<file path="config.mk">
export PLATFORM = sky130hd
export DESIGN_NAME = mips_core_top
export DESIGN_NICKNAME = d
export VERILOG_FILES = /design/src/design/core_pkg.sv /design/src/design/decode_stage.sv /design/src/design/execute_stage.sv /design/src/design/fetch_stage.sv /design/src/design/mem_stage.sv /design/src/design/mips_core_top.sv /design/src/design/pipe_control.sv /design/src/design/reg_file.sv
export VERILOG_INCLUDE_DIRS = /design/src /design/src/design
export SDC_FILE = /design/constraint.sdc
export NUM_CORES = 2
export LEC_CHECK = 0
export BUFFER_PORTS_ARGS = -buffer_cell sky130_fd_sc_hd__buf_2
export CAP_MARGIN = 20
export CORE_UTILIZATION = 25
export DETAILED_ROUTE_END_ITERATION = 8
export HOLD_SLACK_MARGIN = 0.08
export PLACE_DENSITY = 0.43
export RECOVER_POWER = 25
export SKIP_LAST_GASP = 1
export SYNTH_ARGS = -nofsm -noshare
export SYNTH_HDL_FRONTEND = slang
export SYNTH_HIERARCHICAL = 1
export SYNTH_SLANG_ARGS = --single-unit
</file>
<file path="constraint.sdc">
create_clock -name aclk -period 10.35 [get_ports aclk]
set_input_delay 2.07 -clock aclk [delete_from_list [all_inputs] [get_ports aclk]]
set_output_delay 2.07 -clock aclk [all_outputs]
set_load 0.02 [all_outputs]
</file>
<file path="src/design/core_cfg.svh">
`ifndef CORE_CFG_SVH
`define CORE_CFG_SVH

`define CORE_RESET_PC 32'hbfc0_0000
`define CORE_XLEN     32
`define CORE_REG_AW   5

// major opcodes
`define OP_SPECIAL 6'b000000
`define OP_BEQ     6'b000100
`define OP_BNE     6'b000101
`define OP_ADDIU   6'b001001
`define OP_ORI     6'b001101
`define OP_LUI     6'b001111
`define OP_LW      6'b100011
`define OP_SW      6'b101011

// funct field of SPECIAL
`define FN_ADDU    6'b100001
`define FN_SUBU    6'b100011
`define FN_AND     6'b100100
`define FN_OR      6'b100101
`define FN_XOR     6'b100110
`define FN_SLT     6'b101010

`endif

</file>
<file path="src/design/core_pkg.sv">
`default_nettype none

`include "core_cfg.svh"

package core_pkg;

    typedef logic [`CORE_XLEN-1:0]   word_t;
    typedef logic [`CORE_REG_AW-1:0] reg_idx_t;
    typedef logic [`CORE_XLEN-1:0]   instr_t;

    typedef enum logic [2:0] {
        ADD,
        SUB,
        AND,
        OR,
        XOR,
        SLT,
        LUI
    } alu_op_e;

    typedef enum logic [1:0] {
        IDLE,
        SETUP,
        ACCESS
    } apb_state_e;

    typedef struct packed {
        logic   valid;
        word_t  pc;
        instr_t instr;
    } if_id_t;

    typedef struct packed {
        logic        valid;
        word_t       pc;
        alu_op_e     alu_op;
        word_t       op_a;       // rs value
        word_t       op_b;       // rt value or immediate
        word_t       store_data;
        reg_idx_t    dst;
        logic        reg_write;
        logic        mem_read;
        logic        mem_write;
        logic        is_branch;
        logic        branch_ne;  // BNE when set, BEQ otherwise
        logic [15:0] br_offset;  // word offset, not yet shifted
    } id_ex_t;

    typedef struct packed {
        logic     valid;
        word_t    pc;
        word_t    result;        // ALU value or memory address
        word_t    store_data;
        reg_idx_t dst;
        logic     reg_write;
        logic     mem_read;
        logic     mem_write;
    } ex_mem_t;

    typedef struct packed {
        logic     valid;
        word_t    pc;
        word_t    result;
        reg_idx_t dst;
        logic     reg_write;
    } mem_wb_t;

    // producer in a later stage, as seen from decode
    typedef struct packed {
        logic     valid;         // writes a nonzero register
        reg_idx_t dst;
        word_t    value;
        logic     is_load;
    } fwd_t;

endpackage

`default_nettype wire

</file>
<file path="src/design/decode_stage.sv">
`default_nettype none

`include "core_cfg.svh"

module decode_stage (
    input  logic              aclk,
    input  logic              rst,
    input  logic              id_wr,
    input  logic              id_flush,
    input  core_pkg::if_id_t  if_id,
    input  core_pkg::fwd_t    ex_fwd,
    input  core_pkg::fwd_t    mem_fwd,
    input  core_pkg::mem_wb_t wb,
    output core_pkg::id_ex_t  id_ex,
    output logic              load_stall
);
    import core_pkg::*;

    logic [5:0]  opcode;
    logic [5:0]  funct;
    logic [15:0] imm;
    reg_idx_t    rs;
    reg_idx_t    rt;
    reg_idx_t    rd;
    word_t       rs_rf;
    word_t       rt_rf;
    word_t       rs_val;
    word_t       rt_val;
    word_t       imm_ext;
    alu_op_e     alu_op;
    logic        use_imm;
    logic        sign_ext;
    logic        uses_rs;
    logic        uses_rt;
    logic        dst_rt;     // I-type writes rt instead of rd
    logic        reg_write;
    logic        mem_read;
    logic        mem_write;
    logic        is_branch;
    logic        branch_ne;
    id_ex_t      id_ex_nxt;

    function automatic word_t fwd_pick(reg_idx_t idx, word_t rf_val, fwd_t ex_f, fwd_t mem_f);
        if (ex_f.valid && !ex_f.is_load && ex_f.dst == idx) begin
            return ex_f.value;
        end else if (mem_f.valid && !mem_f.is_load && mem_f.dst == idx) begin
            return mem_f.value;
        end
        return rf_val;
    endfunction

    function automatic logic load_hit(reg_idx_t idx, fwd_t f);
        return f.valid && f.is_load && f.dst == idx;
    endfunction

    assign opcode = if_id.instr[31:26];
    assign rs     = if_id.instr[25:21];
    assign rt     = if_id.instr[20:16];
    assign rd     = if_id.instr[15:11];
    assign funct  = if_id.instr[5:0];
    assign imm    = if_id.instr[15:0];

    reg_file u_reg_file (
        .aclk    (aclk),
        .rst     (rst),
        .wb      (wb),
        .ra_idx  (rs),
        .rb_idx  (rt),
        .ra_data (rs_rf),
        .rb_data (rt_rf)
    );

    always_comb begin
        alu_op    = ADD;
        use_imm   = 1'b0;
        sign_ext  = 1'b1;
        uses_rs   = 1'b1;
        uses_rt   = 1'b0;
        dst_rt    = 1'b0;
        reg_write = 1'b0;
        mem_read  = 1'b0;
        mem_write = 1'b0;
        is_branch = 1'b0;
        branch_ne = 1'b0;
        case (opcode)
            `OP_SPECIAL: begin
                uses_rt   = 1'b1;
                reg_write = 1'b1;
                case (funct)
                    `FN_ADDU: alu_op = ADD;
                    `FN_SUBU: alu_op = SUB;
                    `FN_AND:  alu_op = AND;
                    `FN_OR:   alu_op = OR;
                    `FN_XOR:  alu_op = XOR;
                    `FN_SLT:  alu_op = SLT;
                    default:  reg_write = 1'b0;  // nop and unsupported
                endcase
            end
            `OP_ADDIU: begin
                use_imm   = 1'b1;
                dst_rt    = 1'b1;
                reg_write = 1'b1;
            end
            `OP_ORI: begin
                alu_op    = OR;
                use_imm   = 1'b1;
                sign_ext  = 1'b0;
                dst_rt    = 1'b1;
                reg_write = 1'b1;
            end
            `OP_LUI: begin
                alu_op    = LUI;
                use_imm   = 1'b1;
                sign_ext  = 1'b0;
                uses_rs   = 1'b0;
                dst_rt    = 1'b1;
                reg_write = 1'b1;
            end
            `OP_LW: begin
                use_imm   = 1'b1;
                dst_rt    = 1'b1;
                reg_write = 1'b1;
                mem_read  = 1'b1;
            end
            `OP_SW: begin
                use_imm   = 1'b1;
                uses_rt   = 1'b1;
                mem_write = 1'b1;
            end
            `OP_BEQ, `OP_BNE: begin
                uses_rt   = 1'b1;
                is_branch = 1'b1;
                branch_ne = (opcode == `OP_BNE);
            end
            default: uses_rs = 1'b0;
        endcase
    end

    assign imm_ext = sign_ext ? {{16{imm[15]}}, imm} : {16'h0000, imm};
    assign rs_val  = fwd_pick(rs, rs_rf, ex_fwd, mem_fwd);
    assign rt_val  = fwd_pick(rt, rt_rf, ex_fwd, mem_fwd);

    // load result not ready before MEM/WB, so wait
    assign load_stall = if_id.valid &&
                        ((uses_rs && (load_hit(rs, ex_fwd) || load_hit(rs, mem_fwd))) ||
                         (uses_rt && (load_hit(rt, ex_fwd) || load_hit(rt, mem_fwd))));

    always_comb begin
        id_ex_nxt.valid      = if_id.valid;
        id_ex_nxt.pc         = if_id.pc;
        id_ex_nxt.alu_op     = alu_op;
        id_ex_nxt.op_a       = rs_val;
        id_ex_nxt.op_b       = use_imm ? imm_ext : rt_val;
        id_ex_nxt.store_data = rt_val;
        id_ex_nxt.dst        = dst_rt ? rt : rd;
        id_ex_nxt.reg_write  = reg_write;
        id_ex_nxt.mem_read   = mem_read;
        id_ex_nxt.mem_write  = mem_write;
        id_ex_nxt.is_branch  = is_branch;
        id_ex_nxt.branch_ne  = branch_ne;
        id_ex_nxt.br_offset  = imm;
    end

    always_ff @(posedge aclk) begin
        if (id_wr) begin
            id_ex <= id_ex_nxt;
        end
        if (rst || id_flush) begin
            id_ex.valid <= 1'b0;     // bubble
        end
    end

endmodule

`default_nettype wire

</file>
<file path="src/design/execute_stage.sv">
`default_nettype none

module execute_stage (
    input  logic              aclk,
    input  logic              rst,
    input  logic              ex_wr,
    input  core_pkg::id_ex_t  id_ex,
    output core_pkg::ex_mem_t ex_mem,
    output core_pkg::fwd_t    ex_fwd,
    output logic              branch_taken,
    output core_pkg::word_t   branch_target
);
    import core_pkg::*;

    word_t   alu_res;
    word_t   br_disp;
    logic    ops_equal;
    ex_mem_t ex_mem_nxt;

    always_comb begin
        case (id_ex.alu_op)
            ADD:     alu_res = id_ex.op_a + id_ex.op_b;
            SUB:     alu_res = id_ex.op_a - id_ex.op_b;
            AND:     alu_res = id_ex.op_a & id_ex.op_b;
            OR:      alu_res = id_ex.op_a | id_ex.op_b;
            XOR:     alu_res = id_ex.op_a ^ id_ex.op_b;
            SLT:     alu_res = {31'd0, $signed(id_ex.op_a) < $signed(id_ex.op_b)};
            LUI:     alu_res = {id_ex.op_b[15:0], 16'h0000};
            default: alu_res = '0;
        endcase
    end

    // target relative to the delay slot
    assign br_disp       = {{14{id_ex.br_offset[15]}}, id_ex.br_offset, 2'b00};
    assign branch_target = id_ex.pc + 32'd4 + br_disp;
    assign ops_equal     = (id_ex.op_a == id_ex.op_b);
    assign branch_taken  = id_ex.valid && id_ex.is_branch && (ops_equal != id_ex.branch_ne);

    // result heading into EX/MEM, seen by decode
    assign ex_fwd.valid   = id_ex.valid && id_ex.reg_write && (id_ex.dst != '0);
    assign ex_fwd.dst     = id_ex.dst;
    assign ex_fwd.value   = alu_res;
    assign ex_fwd.is_load = id_ex.mem_read;

    always_comb begin
        ex_mem_nxt.valid      = id_ex.valid;
        ex_mem_nxt.pc         = id_ex.pc;
        ex_mem_nxt.result     = alu_res;
        ex_mem_nxt.store_data = id_ex.store_data;
        ex_mem_nxt.dst        = id_ex.dst;
        ex_mem_nxt.reg_write  = id_ex.reg_write;
        ex_mem_nxt.mem_read   = id_ex.mem_read;
        ex_mem_nxt.mem_write  = id_ex.mem_write;
    end

    always_ff @(posedge aclk) begin
        if (ex_wr) begin
            ex_mem <= ex_mem_nxt;
        end
        if (rst) begin
            ex_mem.valid <= 1'b0;
        end
    end

endmodule

`default_nettype wire

</file>
<file path="src/design/fetch_stage.sv">
`default_nettype none

`include "core_cfg.svh"

module fetch_stage (
    input  logic              aclk,
    input  logic              rst,
    input  logic              pc_wr,
    input  logic              if_wr,
    input  logic              if_flush,
    input  logic              branch_taken,
    input  core_pkg::word_t   branch_target,
    input  core_pkg::instr_t  imem_rdata,
    output core_pkg::word_t   imem_addr,
    output core_pkg::if_id_t  if_id
);
    import core_pkg::*;

    word_t pc;
    word_t pc_nxt;

    assign imem_addr = pc;               // ROM answers in the same cycle
    assign pc_nxt    = branch_taken ? branch_target : pc + 32'd4;

    always_ff @(posedge aclk) begin
        if (rst) begin
            pc <= `CORE_RESET_PC;
        end else if (pc_wr) begin
            pc <= pc_nxt;
        end
    end

    always_ff @(posedge aclk) begin
        if (if_wr) begin
            if_id.pc    <= pc;
            if_id.instr <= imem_rdata;
        end
        if (rst || if_flush) begin
            if_id.valid <= 1'b0;
        end else if (if_wr) begin
            if_id.valid <= 1'b1;
        end
    end

endmodule

`default_nettype wire

</file>
<file path="src/design/mem_stage.sv">
`default_nettype none

module mem_stage (
    input  logic              aclk,
    input  logic              rst,
    input  logic              mem_wr,
    input  core_pkg::ex_mem_t ex_mem,
    input  core_pkg::word_t   prdata,
    input  logic              pready,
    output logic              psel,
    output logic              penable,
    output logic              pwrite,
    output core_pkg::word_t   paddr,
    output core_pkg::word_t   pwdata,
    output logic              mem_busy,
    output core_pkg::fwd_t    mem_fwd,
    output core_pkg::mem_wb_t mem_wb
);
    import core_pkg::*;

    apb_state_e state;       // registered, IDLE or ACCESS
    apb_state_e phase;       // bus phase driven this cycle
    apb_state_e state_nxt;
    logic       mem_req;
    mem_wb_t    mem_wb_nxt;

    assign mem_req = ex_mem.valid && (ex_mem.mem_read || ex_mem.mem_write);

    // a new request is in SETUP as soon as it reaches EX/MEM
    always_comb begin
        if (state == ACCESS) begin
            phase = ACCESS;
        end else if (mem_req) begin
            phase = SETUP;
        end else begin
            phase = IDLE;
        end
        case (phase)
            SETUP:   state_nxt = ACCESS;
            ACCESS:  state_nxt = pready ? IDLE : ACCESS;
            default: state_nxt = IDLE;
        endcase
    end

    always_ff @(posedge aclk) begin
        if (rst) begin
            state <= IDLE;
        end else begin
            state <= state_nxt;
        end
    end

    // EX/MEM is frozen while busy, so address and data hold
    assign psel     = (phase != IDLE);
    assign penable  = (phase == ACCESS);
    assign pwrite   = ex_mem.mem_write;
    assign paddr    = ex_mem.result;
    assign pwdata   = ex_mem.store_data;
    assign mem_busy = (phase == SETUP) || (phase == ACCESS && !pready);

    assign mem_fwd.valid   = ex_mem.valid && ex_mem.reg_write && (ex_mem.dst != '0);
    assign mem_fwd.dst     = ex_mem.dst;
    assign mem_fwd.value   = ex_mem.result;
    assign mem_fwd.is_load = ex_mem.mem_read;

    always_comb begin
        mem_wb_nxt.valid     = ex_mem.valid;
        mem_wb_nxt.pc        = ex_mem.pc;
        mem_wb_nxt.result    = ex_mem.mem_read ? prdata : ex_mem.result;
        mem_wb_nxt.dst       = ex_mem.dst;
        mem_wb_nxt.reg_write = ex_mem.reg_write;
    end

    always_ff @(posedge aclk) begin
        mem_wb <= mem_wb_nxt;
        if (rst || !mem_wr) begin
            mem_wb.valid <= 1'b0;    // bubble while the access waits
        end
    end

endmodule

`default_nettype wire

</file>
<file path="src/design/mips_core_top.sv">
`default_nettype none

module mips_core_top (
    input  logic               aclk,
    input  logic               rst,
    output core_pkg::word_t    imem_addr,
    input  core_pkg::instr_t   imem_rdata,
    output logic               psel,
    output logic               penable,
    output logic               pwrite,
    output core_pkg::word_t    paddr,
    output core_pkg::word_t    pwdata,
    input  core_pkg::word_t    prdata,
    input  logic               pready,
    output core_pkg::word_t    debug_wb_pc,
    output core_pkg::word_t    debug_wb_rf_wdata,
    output logic [3:0]         debug_wb_rf_wen,
    output core_pkg::reg_idx_t debug_wb_rf_wnum
);
    import core_pkg::*;

    if_id_t  if_id;
    id_ex_t  id_ex;
    ex_mem_t ex_mem;
    mem_wb_t mem_wb;
    fwd_t    ex_fwd;
    fwd_t    mem_fwd;
    word_t   branch_target;
    logic    branch_taken;
    logic    load_stall;
    logic    mem_busy;
    logic    pc_wr;
    logic    if_wr;
    logic    id_wr;
    logic    ex_wr;
    logic    mem_wr;
    logic    if_flush;
    logic    id_flush;

    // golden trace from the MEM/WB register
    assign debug_wb_pc       = mem_wb.pc;
    assign debug_wb_rf_wdata = mem_wb.result;
    assign debug_wb_rf_wnum  = mem_wb.dst;
    assign debug_wb_rf_wen   = (mem_wb.valid && mem_wb.reg_write && mem_wb.dst != '0) ?
                               4'b1111 : 4'b0000;

    pipe_control u_pipe_control (
        .*
    );

    fetch_stage u_fetch_stage (
        .*
    );

    decode_stage u_decode_stage (
        .wb (mem_wb),
        .*
    );

    execute_stage u_execute_stage (
        .*
    );

    mem_stage u_mem_stage (
        .*
    );

endmodule

`default_nettype wire

</file>
<file path="src/design/pipe_control.sv">
`default_nettype none

module pipe_control (
    input  logic load_stall,
    input  logic branch_taken,
    input  logic mem_busy,
    output logic pc_wr,
    output logic if_wr,
    output logic id_wr,
    output logic ex_wr,
    output logic mem_wr,
    output logic if_flush,
    output logic id_flush
);

    always_comb begin
        pc_wr    = 1'b1;
        if_wr    = 1'b1;
        id_wr    = 1'b1;
        ex_wr    = 1'b1;
        mem_wr   = 1'b1;
        if_flush = 1'b0;
        id_flush = 1'b0;
        if (mem_busy) begin
            // whole front end waits on the APB completer
            pc_wr  = 1'b0;
            if_wr  = 1'b0;
            id_wr  = 1'b0;
            ex_wr  = 1'b0;
            mem_wr = 1'b0;           // MEM/WB takes a bubble
        end else if (branch_taken) begin
            if (load_stall) begin
                if_wr    = 1'b0;     // keep the stalled delay slot
                id_flush = 1'b1;
            end else begin
                if_flush = 1'b1;     // drop the wrong-path fetch
            end
        end else if (load_stall) begin
            pc_wr    = 1'b0;
            if_wr    = 1'b0;
            id_flush = 1'b1;
        end
    end

endmodule

`default_nettype wire

</file>
<file path="src/design/reg_file.sv">
`default_nettype none

module reg_file (
    input  logic               aclk,
    input  logic               rst,
    input  core_pkg::mem_wb_t  wb,
    input  core_pkg::reg_idx_t ra_idx,
    input  core_pkg::reg_idx_t rb_idx,
    output core_pkg::word_t    ra_data,
    output core_pkg::word_t    rb_data
);
    import core_pkg::*;

    word_t regs [32];
    logic  we;

    assign we = wb.valid && wb.reg_write && (wb.dst != '0);

    always_ff @(posedge aclk) begin
        if (rst) begin
            for (int i = 0; i < 32; i++) begin
                regs[i] <= '0;
            end
        end else if (we) begin
            regs[wb.dst] <= wb.result;
        end
    end

    // write-back of this cycle is seen by the read
    always_comb begin
        if (ra_idx == '0) begin
            ra_data = '0;
        end else if (we && wb.dst == ra_idx) begin
            ra_data = wb.result;
        end else begin
            ra_data = regs[ra_idx];
        end
        if (rb_idx == '0) begin
            rb_data = '0;
        end else if (we && wb.dst == rb_idx) begin
            rb_data = wb.result;
        end else begin
            rb_data = regs[rb_idx];
        end
    end

endmodule

`default_nettype wire

</file>
Word-level counts from Yosys, hierarchy flattened
Memory sizes are Yosys's and may differ from the RTL's. A register that Yosys moved wholly into a read port is not among the register bits.
Cells that the tools add are included.
Widths: inputs -> output; s select.
Storage, ports and cells
  memory bits (writable): 1024
  word-level logic and storage cells: 179
  input port bits: 67
  memories: 1
  output and inout bits: 172
  register bits after elaboration: 433
Memory list
  u_decode_stage.u_reg_file.regs: words 32, bits a word 32, rd ports 2, clocked after Yosys merged registers in 2, write ports 32, line reg_file.sv:14  | word_t regs [32];
Cells by class
  $add $sub $neg: 5
  reduce and logical (&&, ||, !) cells: 54
  eq/ne operators: 30
  order comparisons: 1
  mux-type cells: 54
  bitwise operators: 3
Operator list (number)
  $mux 32: 15
  $pmux 32 s7: 1
  $add 32x3->32 const B: 2
  $add 32x32->32: 2
  $eq 6x6->1 const B: 8
  $and 32x32->32: 1
  $eq 32x32->1: 1
  $lt 32x32->1: 1
  $or 32x32->32: 1
  $reduce_or 32->1: 1
  $sub 32x32->32: 1
  $xor 32x32->32: 1
  $eq 5x5->1: 6
  $logic_and 1x1->1: 27
  $mux 1: 27
  $mux 5: 4
  $eq 6x4->1 const B: 3
  $pmux 3 s5: 1
  $reduce_bool 5->1: 3
  $eq 6x3->1 const B: 2
  $logic_not 5->1: 2
  $eq 3x3->1 const B: 3
  $pmux 3 s3: 1
  $logic_or 1x1->1: 8
  18 further kinds: 25

Logic depth before layout (Yosys ltp)
  depth after elaboration: 12
  gate-level depth with buffers: 18
  mapped depth without buffers: 18

By module
The synthesis kept the hierarchy.
Modules (own cells, without submodules)
  reg_file: times used 1, cells each 4008, seq. area each 30749.5 um^2, area each 55828.5 um^2
  execute_stage: times used 1, cells each 1211, seq. area each 3143.0 um^2, area each 10655.2 um^2
  decode_stage: times used 1, cells each 592, seq. area each 4734.5 um^2, area each 7223.2 um^2
  fetch_stage: times used 1, cells each 332, seq. area each 2582.5 um^2, area each 3988.8 um^2
  mem_stage: times used 1, cells each 219, seq. area each 1441.4 um^2, area each 2672.6 um^2
  pipe_control: times used 1, cells each 8, seq. area each 0.0 um^2, area each 47.5 um^2
  mips_core_top: times used 1, cells each 5, seq. area each 0.0 um^2, area each 38.8 um^2

Least setup slack after synthesis
Ideal clock, no wire load.
  path type: in2reg
  from: input port pready
  to: register, netlist name u_decode_stage/id_ex[157]
  arrival: 6.021 ns
  cell stages on the path: 5
  setup slack: 4.209 ns
  buffers on the path: 1
  library setup time: 0.119 ns
  cell sequence: mux2i_1 inv_1 buf_4 mux2i_1 nor3_1
On the way
  word-level cells in the longest chain between the ends: 5
Ends and longest elaborated chain
  from (decl): line mips_core_top.sv:14  | input logic pready,
  $logic_not 1->1 *: line mem_stage.sv:59  | assign mem_busy = (phase == SETUP) || (phase == ACCESS && !pready);
  $logic_and 1x1->1 *: line mem_stage.sv:59
  $logic_or 1x1->1 *: line mem_stage.sv:59
  $mux 1: line pipe_control.sv:24  | if (mem_busy) begin
  $logic_or 1x1->1: line decode_stage.sv:168  | if (rst || id_flush) begin
Every way passes the cells marked *; elsewhere a longest branch is shown, timed or not.
A chain may end at the register's enable or synchronous reset.

==> results list <==
* Run status: complete, but fails checks
- The checks that failed: max-capacitance violations, max-slew violations.
- Fraction of synthesized cell area taken by the top area cell type: 50.3%
* Leakage component of the power: 33.5 nW
- Fin worst setup slack: 3.31 ns
- Antenna violations before repair: 39
* Total of fill cells in the finished design: 32500
- Setup Skew: 0.0734 ns
- In the synthesized netlist the async set-or-reset flop fraction comes to 0%.
* Instance count on the critical path: 11
* M1 GR Usage: 26.6%
- The congestion estimate from routability-driven global placement came to 0.903.
* Fin. max-slew vios: 761
- Synthesized area per cell: 12.6 sq um
- Post-CTS Repair Setup Buffers: 0
* Yosys synthesis warning count: 6
- Starting Density: 25.2%
- sky130_fd_sc_hd__edfxtp_1 is the most common cell in the netlist.
- R2R setup slack: 3.31 ns
* Worst setup path startpoint: u_decode_stage/id_ex[122]
- Std cell rows: 207
* Number of DRC violations after detailed-routing iteration 0: 6150
- The worst register-to-register path ends at u_decode_stage/id_ex[89].
- After routing, the total negative slack on setup checks comes to 0 ns.
- DIE HEIGHT: 569 um
- Synthesis instantiated 121 different standard cells from the library.
- TritonCTS built the clock tree.
- Top_reg_cell synth: sky130_fd_sc_hd__edfxtp_1
- Port buffering added 238 buffers.
- Vias post-DR: 55900
- Once detail routing completed, the nets flagged for antenna violations numbered 0.
- For this run, the detailed router's first-pass iteration total came to 5.
- Syn Std Cell Area: 80500 sq um
* Number of DRC violations after detailed routing: 0
- Fraction of met2 tracks used by global routing: 30.7%
- Pin count of the biggest net entering global routing: 129
* Skew-Pair Late Insertion Delay: 0.85 ns
* Endpoint class of the critical path: register
- Total count of hold-check failures in the final report: 0
- Launching element type of the critical path: register
* IR drop worst, VDD: 0.221 mV
- Final Cycle Share: 68.0%
- Clock tree root driver cell: sky130_fd_sc_hd__clkbuf_16
* Timing-limited maximum frequency: 142 MHz
* # nets final: 6600
- Counting tap cells, the placed design contains a total of 10500 instances.
- Cells with a size suffix above 1 make up 17.8% of the layout.
* Area of placed instances: 85700 sq um
* Dpl hpwl: 218000 um
- The first global-routing pass estimated 445000 um of wire.
- Die Span X: 569 um
- Via count normalized by instance count: 5.18
- Worst max-slew margin expressed relative to the limit: -204%
- Clock tree synthesis found a total of 1456 sinks.
- Worst Reg2Reg Path Length in Cells: 11
- The via count of the first global-routing pass was 53600.
- Area inside the core boundary: 319000 sq um
- Sorting the synthesized cells by how often they occur yields sky130_fd_sc_hd__edfxtp_1 (1349), sky130_fd_sc_hd__and2_1 (970), sky130_fd_sc_hd__mux2i_1 (450).
* Highest cell delay on the worst timing path: 1.89 ns
- Endpoint of the worst setup timing path: u_decode_stage/id_ex[89]
* Cell chain of the critical path: clkbuf_1 -> clkbuf_1 -> o21ai_0 -> o22ai_1 -> nand2_1 -> nand3b_1 -> a21oi_1 -> mux2_1 -> o221ai_2 -> nor2_1 -> o31ai_1
- met2 is the most crowded layer.
- 239 I/O pins were placed.
- Setup violations remaining at the end of the flow were counted as 0.
* Yosys top cell by area: sky130_fd_sc_hd__edfxtp_1
- The die covers 324000 sq um.
- The tool flagged a number of max-cap violations equal to 22.
- CTS Hold Bufs: 0
- Routed length per placed instance: 30.1 um
- Req. time, crit path: 11.01 ns
* Number of gates resized after cts: 0
- At the placement stage, the worst setup path has a slack of 4.68 ns.
- Reg-to-Reg Start: u_decode_stage/id_ex[122]
- Among the stages of the critical path, the cell type that occurs most often is sky130_fd_sc_hd__clkbuf_1.
* Worst Tran Pin Value: 4.56 ns
- Worst Setup Path Type: reg -> reg
- The finished cells cover 91500 sq um.
- Met3 routing resource usage after global routing: 3.85%
- Post-synth EDFFs: 1349
* Critical path's slowest cell: sky130_fd_sc_hd__clkbuf_1
- Tmin final: 7.04 ns
* Arr. time, crit path: 7.70 ns
* Number of H-tree levels: 4
- Synth area leaders: sky130_fd_sc_hd__edfxtp_1 (50%), sky130_fd_sc_hd__mux4_2 (8.6%), sky130_fd_sc_hd__and2_1 (7.5%)
* Final cell count without fillers: 10800
- Clock input transition at the sequential cells of the worst setup and hold paths: 0.06 ns
- Number of register bits inferred by synthesis: 1456
* Total overflow reported by the global router: 0
- RSZ-0062 raised after global routing: no
- Buffer depth of the longest clock path: 4
- Along the worst path, the maximum fanout reaches 56.
* DRT Wirelength: 325000 um
- Compared with the post-synthesis result, the final layout area differs by 13.8%.
* Mapped Cells: 6375
- Classification of the worst-slack hold path: reg -> reg
- Total Routing Usage GR: 19.4%
- PwrDens: 196 nW/um^2
- Broken down by cell family, the worst path's largest delay share belongs to buffers and inverters.
- Buf+Inv Stages, Crit Path: 2
- Sequential-to-total area share from yosys stat: 53.0%
* Inserted Clock Buffers: 180
-- flip-flops by register name, summed over array words and instances (netlist names) --
register,cells
u_execute_stage/ex_mem,105
u_decode_stage/u_reg_file/regs,1024
u_mem_stage/mem_wb,71
u_mem_stage/state,1
u_fetch_stage/if_id,65
u_decode_stage/id_ex,158
u_fetch_stage/imem_addr,32
-- logic make-up after synthesis --
kind of cell	count (synthesis)	share of synthesized area, %
and+or+nand+nor	1917	13.3
xor gates and xnor gates	72	0.802
DFF	1456	53.0
other	1	0.00466
muxes	827	15.2
buffers and inverters	794	4.96
AOI/OAI and AO/OA	1141	10.1
adders and majority gates	167	2.63
-- placed cells by master (no fill, tap or decap), types with 53 or more instances in the layout --
| master | instances |
|---|---|
| sky130_fd_sc_hd__edfxtp_1 | 1349 |
| sky130_fd_sc_hd__and2_1 | 864 |
| sky130_fd_sc_hd__mux2i_1 | 450 |
| sky130_fd_sc_hd__mux4_2 | 306 |
| sky130_fd_sc_hd__nor2_1 | 284 |
| sky130_fd_sc_hd__buf_2 | 216 |
| sky130_fd_sc_hd__nand2_1 | 190 |
| sky130_fd_sc_hd__a21oi_1 | 184 |
| sky130_fd_sc_hd__clkbuf_16 | 182 |
| sky130_fd_sc_hd__ha_1 | 164 |
| sky130_fd_sc_hd__o21ai_0 | 151 |
| sky130_fd_sc_hd__o22ai_1 | 146 |
| sky130_fd_sc_hd__buf_4 | 143 |
| sky130_fd_sc_hd__inv_1 | 133 |
| sky130_fd_sc_hd__nor3_1 | 124 |
| sky130_fd_sc_hd__dfxtp_1 | 107 |
| sky130_fd_sc_hd__and2_0 | 106 |
| sky130_fd_sc_hd__clkbuf_1 | 84 |
| sky130_fd_sc_hd__nand3_1 | 61 |
| sky130_fd_sc_hd__a31oi_1 | 59 |
| sky130_fd_sc_hd__nor2b_1 | 55 |
| sky130_fd_sc_hd__mux2_2 | 54 |
| sky130_fd_sc_hd__a221oi_1 | 53 |
-- worst reg2reg max path: cells and delay by family (launching register included) --
kind | cells | cell delay, ns
buffers and inverters | 2 | 3.40
AO/OA/AOI/OAI | 5 | 2.37
AND/OR/NAND/NOR | 3 | 0.46
multiplexers | 1 | 0.34
flip-flops | 1 | 0.32
-- power breakdown --
part / switching [mW] / internal (mW) / leakage (nW) / total, mW
Combinational: 3.00 / 1.15 / 15.6 / 4.15
Clock: 2.64 / 3.87 / 2.90 / 6.51
Sequential: 0.422 / 6.88 / 15.0 / 7.30
Total: 6.06 / 11.9 / 33.5 / 18.0
-- stage by stage --
| stage | utilization (%) | total power [mW] | hold WS (ns) |
|---|---|---|---|
| after detailed placement | 26.9 | 11.5 | 0.328 |
| after global routing | 28.7 | 18.5 | 0.345 |
| after global placement | 26.8 | 11.5 | 0.325 |
| final | 28.7 | 18.0 | 0.340 |
| after CTS | 28.7 | 18.1 | 0.342 |
| after floorplan | - | 9.66 | 0.323 |
-- per-layer routing --
metal	wire, um	vias up
li1	-	24000
met1	141000	29000
met2	147000	2463
met3	25800	438
met4	10300	10
met5	64	-
-- worst min path at each step --
stage	endpoint	start	depth (start not counted)	slack (ns)
after floorplan	u_mem_stage/mem_wb[38]	u_execute_stage/ex_mem[72]	0	0.32
after global routing	u_mem_stage/mem_wb[68]	u_execute_stage/ex_mem[102]	0	0.35
final	u_mem_stage/mem_wb[42]	u_execute_stage/ex_mem[76]	0	0.34
after global placement	u_mem_stage/mem_wb[51]	u_execute_stage/ex_mem[85]	0	0.33
after detailed placement	u_mem_stage/mem_wb[52]	u_execute_stage/ex_mem[86]	0	0.33
after CTS	u_mem_stage/mem_wb[48]	u_execute_stage/ex_mem[82]	0	0.34
-- area by class of cell --
class | instances | area [sq um] | share of cell area, %
sequential | 1456 | 42700 | 46.6
multi-input combinational | 4156 | 34200 | 37.4
tap | 4284 | 5360 | 5.86
clock buffer | 224 | 4780 | 5.23
timing repair buffer | 433 | 2830 | 3.09
clock inverter | 92 | 1120 | 1.23
inverter | 139 | 529 | 0.578
antenna | 17 | 42.5 | 0.0465
No activity file was read; power rests on OpenSTA's default activity.
